<file path="config.mk">
export PLATFORM = sky130hd
export DESIGN_NAME = apple1_board
export DESIGN_NICKNAME = d
export VERILOG_FILES = /design/src/hdl/board_pkg.sv /design/src/hdl/kbd_pkg.sv /design/src/hdl/spi_cmd_rx.sv /design/src/hdl/key_fifo.sv /design/src/hdl/scancode_to_ascii.sv /design/src/hdl/apple1_board.sv
export SDC_FILE = /design/constraint.sdc
export NUM_CORES = 1
export LEC_CHECK = 0
export BUFFER_PORTS_ARGS = -buffer_cell sky130_fd_sc_hd__buf_2
export CAP_MARGIN = 20
export CORE_MARGIN = 2
export CORE_UTILIZATION = 45
export DETAILED_ROUTE_END_ITERATION = 16
export PLACE_DENSITY = 0.63
export SLEW_MARGIN = 30
export SYNTH_ARGS = -nofsm -noshare
export SYNTH_HDL_FRONTEND = slang
export SYNTH_SLANG_ARGS = --single-unit
</file>
<file path="constraint.sdc">
create_clock -name clk25 -period 9.85 [get_ports clk25]
set_clock_uncertainty 0.2 [all_clocks]
set_input_delay 1.97 -clock clk25 [delete_from_list [all_inputs] [get_ports clk25]]
set_output_delay 1.97 -clock clk25 [all_outputs]
set_load 0.05 [all_outputs]
</file>
<file path="src/hdl/board_pkg.sv">
package board_pkg;

	// One byte on the SPI link.
	typedef logic [7:0] byte_t;

	// Status word from the I/O controller.
	// Bit 0 and bit 6 both reset the core.
	typedef logic [31:0] status_t;

	// Command codes, sent as the first byte of a frame.
	// Four payload bytes follow, least significant first.
	localparam byte_t CMD_STATUS = 8'h1e;

	// One payload byte.
	// Bits 1:0 are buttons, bits 3:2 are switches.
	localparam byte_t CMD_BUTTONS = 8'h15;

	// Every payload byte is a PS/2 set-2 scancode.
	localparam byte_t CMD_KBD = 8'h05;

	// Reply shifted out during the command byte.
	localparam byte_t CORE_ID = 8'ha4;

	// Keyboard FIFO geometry.
	// Depth must stay a power of two so the pointers wrap.
	localparam int KEY_FIFO_DEPTH = 8;
	localparam int KEY_FIFO_AW = 3;

endpackage

</file>
<file path="src/hdl/kbd_pkg.sv">
package kbd_pkg;

	// Raw PS/2 set-2 code.
	typedef logic [7:0] scancode_t;

	// Apple 1 character, upper case only.
	typedef logic [6:0] ascii_t;

	// Prefix codes.
	localparam scancode_t SC_BREAK = 8'hf0;
	localparam scancode_t SC_EXT = 8'he0;

	// Shift keys, tracked across make and break.
	localparam scancode_t SC_LSHIFT = 8'h12;
	localparam scancode_t SC_RSHIFT = 8'h59;

	// Decoder prefix tracking.
	typedef enum logic [1:0] {
		DEC_IDLE,
		DEC_BREAK,
		DEC_EXT,
		DEC_EXT_BREAK
	} dec_state_t;

endpackage

</file>
<file path="src/hdl/spi_cmd_rx.sv">
`timescale 1ns/1ns

module spi_cmd_rx (
	input  logic               clk25,
	input  logic               rst,
	input  logic               spi_sck,
	input  logic               spi_di,
	input  logic               spi_ss,
	output logic               spi_do,
	output board_pkg::status_t status,
	output logic [1:0]         buttons,
	output logic [1:0]         switches,
	output logic               push,
	output kbd_pkg::scancode_t push_data
);

	// Two sync stages, the third stage is edge history.
	logic [2:0] sck_sync;
	logic [2:0] ss_sync;
	logic [1:0] di_sync;

	logic sck_rise;
	logic sck_fall;
	logic ss_fall;
	logic in_frame;

	logic [2:0]       bit_cnt;
	logic [6:0]       shift_in;
	board_pkg::byte_t rx_byte;
	logic             byte_done;
	board_pkg::byte_t shift_out;

	logic             have_cmd;
	board_pkg::byte_t cmd;
	logic [2:0]       pay_idx;
	logic [23:0]      shadow;

	always_ff @(posedge clk25) begin
		if (rst) begin
			sck_sync <= 3'b000;
			ss_sync  <= 3'b111;
			di_sync  <= 2'b00;
		end else begin
			sck_sync <= {sck_sync[1:0], spi_sck};
			ss_sync  <= {ss_sync[1:0], spi_ss};
			di_sync  <= {di_sync[0], spi_di};
		end
	end

	assign sck_rise = sck_sync[1] & ~sck_sync[2];
	assign sck_fall = ~sck_sync[1] & sck_sync[2];
	assign ss_fall  = ~ss_sync[1] & ss_sync[2];
	assign in_frame = ~ss_sync[1];

	// Bit counter restarts with every frame.
	always_ff @(posedge clk25) begin
		if (rst || !in_frame) begin
			bit_cnt   <= 3'd0;
			byte_done <= 1'b0;
		end else begin
			byte_done <= 1'b0;
			if (sck_rise) begin
				bit_cnt <= bit_cnt + 3'd1;
				if (bit_cnt == 3'd7) begin
					byte_done <= 1'b1;
				end
			end
		end
	end

	// MSB first.
	always_ff @(posedge clk25) begin
		if (sck_rise) begin
			shift_in <= {shift_in[5:0], di_sync[1]};
			if (bit_cnt == 3'd7) begin
				rx_byte <= {shift_in, di_sync[1]};
			end
		end
	end

	// Core id goes out during the command byte, then zeros.
	always_ff @(posedge clk25) begin
		if (rst || !in_frame) begin
			shift_out <= 8'h00;
		end else if (ss_fall) begin
			shift_out <= board_pkg::CORE_ID;
		end else if (sck_fall) begin
			shift_out <= {shift_out[6:0], 1'b0};
		end
	end

	assign spi_do = shift_out[7];

	always_ff @(posedge clk25) begin
		if (rst) begin
			have_cmd <= 1'b0;
			cmd      <= 8'h00;
			pay_idx  <= 3'd0;
			status   <= 32'h0;
			buttons  <= 2'b00;
			switches <= 2'b00;
			push     <= 1'b0;
		end else begin
			push <= 1'b0;
			if (!in_frame) begin
				have_cmd <= 1'b0;
				pay_idx  <= 3'd0;
			end else if (byte_done) begin
				if (!have_cmd) begin
					have_cmd <= 1'b1;
					cmd      <= rx_byte;
				end else begin
					// Saturates, only the first few indices matter.
					if (pay_idx != 3'd7) begin
						pay_idx <= pay_idx + 3'd1;
					end
					case (cmd)
						board_pkg::CMD_STATUS: begin
							if (pay_idx == 3'd3) begin
								status <= {rx_byte, shadow};
							end
						end
						board_pkg::CMD_BUTTONS: begin
							if (pay_idx == 3'd0) begin
								buttons  <= rx_byte[1:0];
								switches <= rx_byte[3:2];
							end
						end
						board_pkg::CMD_KBD: begin
							push <= 1'b1;
						end
						default: begin
						end
					endcase
				end
			end
		end
	end

	// Status bytes collect here until the word is whole.
	always_ff @(posedge clk25) begin
		if (in_frame && byte_done && have_cmd) begin
			if (cmd == board_pkg::CMD_KBD) begin
				push_data <= rx_byte;
			end
			case (pay_idx)
				3'd0: shadow[7:0]   <= rx_byte;
				3'd1: shadow[15:8]  <= rx_byte;
				3'd2: shadow[23:16] <= rx_byte;
				default: begin
				end
			endcase
		end
	end

	// No scancode once the frame has been closed for a cycle.
	a_push_in_frame: assert property (@(posedge clk25) disable iff (rst)
		ss_sync[1] && $past(ss_sync[1]) |-> !push);

endmodule

</file>
<file path="src/hdl/key_fifo.sv">
`timescale 1ns/1ns

module key_fifo (
	input  logic               clk25,
	input  logic               rst,
	input  logic               push,
	input  kbd_pkg::scancode_t push_data,
	output logic               sc_valid,
	output kbd_pkg::scancode_t sc_data,
	input  logic               sc_ready,
	output logic               kbd_overrun
);

	kbd_pkg::scancode_t mem [board_pkg::KEY_FIFO_DEPTH];

	logic [board_pkg::KEY_FIFO_AW-1:0] wr_ptr;
	logic [board_pkg::KEY_FIFO_AW-1:0] rd_ptr;
	logic [board_pkg::KEY_FIFO_AW:0]   count;

	logic full;
	logic wr_en;
	logic rd_en;

	assign full     = count == (board_pkg::KEY_FIFO_AW + 1)'(board_pkg::KEY_FIFO_DEPTH);
	assign sc_valid = count != '0;
	assign sc_data  = mem[rd_ptr];
	assign wr_en    = push && !full;
	assign rd_en    = sc_valid && sc_ready;

	always_ff @(posedge clk25) begin
		if (wr_en) begin
			mem[wr_ptr] <= push_data;
		end
	end

	always_ff @(posedge clk25) begin
		if (rst) begin
			wr_ptr      <= '0;
			rd_ptr      <= '0;
			count       <= '0;
			kbd_overrun <= 1'b0;
		end else begin
			if (wr_en) begin
				wr_ptr <= wr_ptr + 1'b1;
			end
			if (rd_en) begin
				rd_ptr <= rd_ptr + 1'b1;
			end
			case ({wr_en, rd_en})
				2'b10: count <= count + 1'b1;
				2'b01: count <= count - 1'b1;
				default: count <= count;
			endcase
			// Sticky until reset.
			if (push && full) begin
				kbd_overrun <= 1'b1;
			end
		end
	end

	a_count_max: assert property (@(posedge clk25) disable iff (rst)
		count <= (board_pkg::KEY_FIFO_AW + 1)'(board_pkg::KEY_FIFO_DEPTH));

	// Pointers must agree with the count on every read.
	a_no_empty_read: assert property (@(posedge clk25) disable iff (rst)
		rd_en |-> (wr_ptr != rd_ptr) || full);

endmodule

</file>
<file path="src/hdl/scancode_to_ascii.sv">
`timescale 1ns/1ns

module scancode_to_ascii (
	input  logic               clk25,
	input  logic               rst,
	input  logic               sc_valid,
	input  kbd_pkg::scancode_t sc_data,
	output logic               sc_ready,
	output kbd_pkg::ascii_t    key_ascii,
	output logic               key_valid,
	input  logic               key_ready
);

	kbd_pkg::dec_state_t state;

	logic            lshift;
	logic            rshift;
	logic            shift;
	logic            take;
	logic            map_hit;
	kbd_pkg::ascii_t map_ascii;

	// Output slot empty, or emptied this cycle.
	assign sc_ready = !key_valid || key_ready;
	assign take     = sc_valid && sc_ready;
	assign shift    = lshift || rshift;

	always_comb begin
		map_hit   = 1'b1;
		map_ascii = 7'h00;
		case (sc_data)
			// Letters A to Z.
			8'h1c: map_ascii = 7'h41;
			8'h32: map_ascii = 7'h42;
			8'h21: map_ascii = 7'h43;
			8'h23: map_ascii = 7'h44;
			8'h24: map_ascii = 7'h45;
			8'h2b: map_ascii = 7'h46;
			8'h34: map_ascii = 7'h47;
			8'h33: map_ascii = 7'h48;
			8'h43: map_ascii = 7'h49;
			8'h3b: map_ascii = 7'h4a;
			8'h42: map_ascii = 7'h4b;
			8'h4b: map_ascii = 7'h4c;
			8'h3a: map_ascii = 7'h4d;
			8'h31: map_ascii = 7'h4e;
			8'h44: map_ascii = 7'h4f;
			8'h4d: map_ascii = 7'h50;
			8'h15: map_ascii = 7'h51;
			8'h2d: map_ascii = 7'h52;
			8'h1b: map_ascii = 7'h53;
			8'h2c: map_ascii = 7'h54;
			8'h3c: map_ascii = 7'h55;
			8'h2a: map_ascii = 7'h56;
			8'h1d: map_ascii = 7'h57;
			8'h22: map_ascii = 7'h58;
			8'h35: map_ascii = 7'h59;
			8'h1a: map_ascii = 7'h5a;
			// Digit row, US layout symbols with shift.
			8'h16: map_ascii = shift ? 7'h21 : 7'h31;
			8'h1e: map_ascii = shift ? 7'h40 : 7'h32;
			8'h26: map_ascii = shift ? 7'h23 : 7'h33;
			8'h25: map_ascii = shift ? 7'h24 : 7'h34;
			8'h2e: map_ascii = shift ? 7'h25 : 7'h35;
			8'h36: map_ascii = shift ? 7'h5e : 7'h36;
			8'h3d: map_ascii = shift ? 7'h26 : 7'h37;
			8'h3e: map_ascii = shift ? 7'h2a : 7'h38;
			8'h46: map_ascii = shift ? 7'h28 : 7'h39;
			8'h45: map_ascii = shift ? 7'h29 : 7'h30;
			8'h29: map_ascii = 7'h20;
			8'h5a: map_ascii = 7'h0d;
			// Apple 1 rubout is the underscore.
			8'h66: map_ascii = 7'h5f;
			default: map_hit = 1'b0;
		endcase
	end

	always_ff @(posedge clk25) begin
		if (rst) begin
			state     <= kbd_pkg::DEC_IDLE;
			lshift    <= 1'b0;
			rshift    <= 1'b0;
			key_valid <= 1'b0;
		end else begin
			if (key_valid && key_ready) begin
				key_valid <= 1'b0;
			end
			if (take) begin
				case (state)
					kbd_pkg::DEC_IDLE: begin
						if (sc_data == kbd_pkg::SC_BREAK) begin
							state <= kbd_pkg::DEC_BREAK;
						end else if (sc_data == kbd_pkg::SC_EXT) begin
							state <= kbd_pkg::DEC_EXT;
						end else if (sc_data == kbd_pkg::SC_LSHIFT) begin
							lshift <= 1'b1;
						end else if (sc_data == kbd_pkg::SC_RSHIFT) begin
							rshift <= 1'b1;
						end else if (map_hit) begin
							key_valid <= 1'b1;
						end
					end
					kbd_pkg::DEC_BREAK: begin
						// Only shift releases matter.
						if (sc_data == kbd_pkg::SC_LSHIFT) begin
							lshift <= 1'b0;
						end else if (sc_data == kbd_pkg::SC_RSHIFT) begin
							rshift <= 1'b0;
						end
						state <= kbd_pkg::DEC_IDLE;
					end
					kbd_pkg::DEC_EXT: begin
						state <= (sc_data == kbd_pkg::SC_BREAK) ?
							kbd_pkg::DEC_EXT_BREAK : kbd_pkg::DEC_IDLE;
					end
					default: begin
						state <= kbd_pkg::DEC_IDLE;
					end
				endcase
			end
		end
	end

	always_ff @(posedge clk25) begin
		if (take && state == kbd_pkg::DEC_IDLE && map_hit) begin
			key_ascii <= map_ascii;
		end
	end

	a_hold_key: assert property (@(posedge clk25) disable iff (rst)
		key_valid && !key_ready |=> key_valid && $stable(key_ascii));

endmodule

</file>
<file path="src/hdl/apple1_board.sv">
`timescale 1ns/1ns

module apple1_board (
	input  logic               clk25,
	input  logic               rst,
	input  logic               spi_sck,
	input  logic               spi_di,
	input  logic               spi_ss,
	output logic               spi_do,
	output board_pkg::status_t status,
	output logic [1:0]         switches,
	output logic               core_rst,
	output kbd_pkg::ascii_t    key_ascii,
	output logic               key_valid,
	input  logic               key_ready,
	output logic               kbd_overrun
);

	logic [1:0]         buttons;
	logic               push;
	kbd_pkg::scancode_t push_data;
	logic               sc_valid;
	kbd_pkg::scancode_t sc_data;
	logic               sc_ready;

	spi_cmd_rx i_spi_cmd_rx (
		.clk25     (clk25),
		.rst       (rst),
		.spi_sck   (spi_sck),
		.spi_di    (spi_di),
		.spi_ss    (spi_ss),
		.spi_do    (spi_do),
		.status    (status),
		.buttons   (buttons),
		.switches  (switches),
		.push      (push),
		.push_data (push_data)
	);

	key_fifo i_key_fifo (
		.clk25       (clk25),
		.rst         (rst),
		.push        (push),
		.push_data   (push_data),
		.sc_valid    (sc_valid),
		.sc_data     (sc_data),
		.sc_ready    (sc_ready),
		.kbd_overrun (kbd_overrun)
	);

	scancode_to_ascii i_scancode_to_ascii (
		.clk25     (clk25),
		.rst       (rst),
		.sc_valid  (sc_valid),
		.sc_data   (sc_data),
		.sc_ready  (sc_ready),
		.key_ascii (key_ascii),
		.key_valid (key_valid),
		.key_ready (key_ready)
	);

	// Status bit 0, the menu reset in bit 6, or button 1.
	always_ff @(posedge clk25) begin
		if (rst) begin
			core_rst <= 1'b1;
		end else begin
			core_rst <= status[0] | status[6] | buttons[1];
		end
	end

endmodule

</file>
==> impl_metrics.yaml <==
layout:
  area_growth_syn_to_layout_pct: 13.0
  nNetsFinal: 744
  drive_gt1_share_pct: 17.6
  finish.utilization_pct: 52.3
  insertedDiodeCount: 0
  finalNonFillerCells: 968
  stdcell_area_um2: 9490
place:
  place_congestion: 0.865
  dp.cells: 930
  hpwl_mm: 12.5
  io_buffers: 50
  placed_cell_area_um2: 8790
route:
  antenna_left: 0
  wl_met2_mm: 8.95
  via_count: 5434
  drtPass1Iterations: 5
  drcViolationCount: 0
  wl_met3_um: 811
  first_iter_violations: 713
  wl_mm: 18.2
  avgRoutedWirePerCell_um: 18.8
  m1WireLength_mm: 8.00
  vias_per_cell: 5.61
  highest_layer: "met4"
clock_tree:
  cts_buffer_depth: 3
  cts.sink_count: 204
  cts_tree: "yes"
  path_clk_slew_ps: 60
  ctsHoldBuffers: 0
  clk_latency_ps: 500
  post-cts-setup-buffers: 0
  clk_root_buffer_cell: "clkbuf_16"
  cts_max_level: 1
  ctsResizeCount: 0
  numCtsBuffers: 21
job:
  max-cap-violations: 0
grt:
  grt_pass1_vias: 5351
  grt_pass1_wl_mm: 28.8
  grt_max_degree: 71
  grt_usage_pct: 18.5
  grt.overflow.total: 0
  antenna_found_initial: 0
setup_path:
  worstSetupPathType: "flop to flop"
  end_kind: "flop"
  slowest_delay_ps: 700
  r2r_slack_ps: 5670
  arrival_ps: 4100
  path_buf_inv: 0
  cpMostUsedCell: "a31oi_1"
  crit_family: "compound AO/OA/AOI/OAI gates"
  setup.worst_path.start_class: "flop"
  path_cells: "mux4_1 > mux2_4 > nor2_1 > nand3_1 > a31oi_1 > a311oi_1 > a31oi_1"
  worst_ep_required_time_ps: 9770
  critPathSlowestCell: "nor2_1"
  r2r_end: "i_scancode_to_ascii.key_ascii[5]$_DFFE_PP_"
  reg2reg_depth: 7
  critical_path_peak_fanout: 16
synth:
  synthCells: 681
  syn_area_um2: 8400
  ys.flop_type: "edfxtp_1"
  synth_top_cell_area_share_pct: 42.2
  ys_seq_elements: 204
  synth_warnings: 0
  synth_edf_count: 118
  yosys-top-cells-area: "edfxtp_1 42%, dfxtp_1 21%, nand2_1 4.4%, a21oi_1 3.1%, nor2_1 2.6%"
  synthArstFlopShare_pct: 0
  yosysMostFrequentCell: "edfxtp_1"
  syn_nets: 701
  avgSynthCellArea_um2: 12.3
  yosysSeqAreaShare_pct: 62.7
  netlist_top_cells_count: "118 x edfxtp_1, 99 x nand2_1, 86 x dfxtp_1"
  synth_top_area_cell: "edfxtp_1"
  ys_types: 63
die:
  rows: 49
  coreArea_um2: 18100
  die_x_um: 141
  io_pins: 51
  die_y_um: 141
  start_util_pct: 46.3
  die_area_um2: 19800
power_and_ir_drop:
  p_clk_share_pct: 33.0
  power_frac_comb_pct: 25.1
  intPower_mw: 1.60
  pwr-share-seq_pct: 41.9
  power_density_nw_per_um2: 247
  power_mw: 2.34
  switching_share_pct: 31.7
  p_switching_mw: 0.743
  ir_drop_mv: 0.196
  power.static_leakage_nw: 3.34
min_path:
  hold_start: "i_spi_cmd_rx.ss_sync[0]$_SDFF_PP1_"
  hold_path_end: "i_spi_cmd_rx.ss_sync[1]$_SDFF_PP1_"
  whs_path_depth: 1
  hold_path.class: "flop to flop"
sta:
  tightest_slew_ps: 938
  tns_ps: 0
  fmax_mhz: 239
  slew_headroom_pct: 37.3
  finalHoldViolations: 0
  period_needed_ps: 4180
  setup_viol: 0
  finalCritPeriodShare_pct: 42.4
  rsz0062_at_grt: "no"
  drv_slew: 0
run_status:
  status: "complete, no violations"
worst max-delay path by stage:
stage | startpoint | end | slack (ps) | cells past startpoint
2_1_floorplan | key_ready | i_key_fifo.count[3]$_SDFFE_PP0P_ | 5920 | 10
3_3_place_gp | flop | i_scancode_to_ascii.key_ascii[0]$_DFFE_PP_ | 5520 | 7
3_5_place_dp | flop | i_scancode_to_ascii.key_ascii[4]$_DFFE_PP_ | 5390 | 7
4_1_cts | flop | i_scancode_to_ascii.key_ascii[5]$_DFFE_PP_ | 5350 | 7
5_1_grt | flop | i_scancode_to_ascii.key_ascii[5]$_DFFE_PP_ | 5410 | 7
6_report | flop | i_scancode_to_ascii.key_ascii[5]$_DFFE_PP_ | 5670 | 7
kinds of logic after synthesis:
logic type | after synthesis | synth area share (%)
compound gates | 103 | 7.37
simple gates | 252 | 14.3
buf+inv | 48 | 2.79
flops | 204 | 62.7
fa+ha+maj | 14 | 2.18
mux | 50 | 9.64
xor+xnor | 10 | 1.04
cell type report:
cell class / count / area, um2
flip-flops and latches: 204 / 5270
fillers: 1507 / 8650
inverters: 14 / 52.6
repair buffers: 54 / 280
clock inverters: 8 / 72.6
clock buffers: 30 / 609
multi-input cells: 429 / 2920
well taps: 229 / 287
state kept, by name, indices dropped and copies added (netlist names), 2 cells and up, named ones only:
register and cells:
i_key_fifo.count 4, i_spi_cmd_rx.status 32, i_spi_cmd_rx.sck_sync 3, i_spi_cmd_rx.shift_out 6
i_spi_cmd_rx.bit_cnt 3, i_spi_cmd_rx.push_data 8, i_scancode_to_ascii.state 2, i_key_fifo.mem 64
i_spi_cmd_rx.shift_in 7, i_scancode_to_ascii.key_ascii 7, i_spi_cmd_rx.di_sync 2, i_spi_cmd_rx.switches 2
i_spi_cmd_rx.pay_idx 3, i_spi_cmd_rx.rx_byte 8, i_spi_cmd_rx.shadow 24, i_key_fifo.wr_ptr 3
i_key_fifo.rd_ptr 3, i_spi_cmd_rx.ss_sync 3, i_spi_cmd_rx.cmd 8
power by group through the flow:
stage	sequential (mW)	clock (mW)	combinational (mW)
floorplan	0.998	0	0.476
global placement	0.996	0	0.582
detailed placement	1.00	0	0.571
CTS	0.981	0.792	0.574
global route	0.987	0.828	0.635
finish	0.980	0.773	0.588
placed cells by master, fill, tap and decap left out, drive strengths merged, types with 4 or more instances in the layout:
cell type and count:
o22ai 4, a31oi 9, edfxtp 118, nor3 20, nand2b 7, mux2i 26, nand4 6, clkinv 5
nor2b 7, nand2 99, nor2 63, and2 4, o211ai 4, xnor2 6, dfxtp 86, buf 54
o21ai 14, ha 13, nand3 21, mux4 16, a21oi 52, mux2 8, xor2 4, clkbuf 30
inv 16, or3 4, nor4 7
through the flow:
stage,setup WS (ps),hold WS [ps]
3_5_place_dp,5390,198
2_1_floorplan,5920,189
6_report,5670,211
3_3_place_gp,5520,191
5_1_grt,5410,240
4_1_cts,5350,213
per-layer routing:
metal | global-route usage (%) | vias up
li1 | - | 2579
met1 | 24.7 | 2660
met2 | 31.7 | 148
met3 | 2.92 | 47
met4 | 4.89 | 0
met5 | 0 | -
No activity file was read; power rests on OpenSTA's default activity.
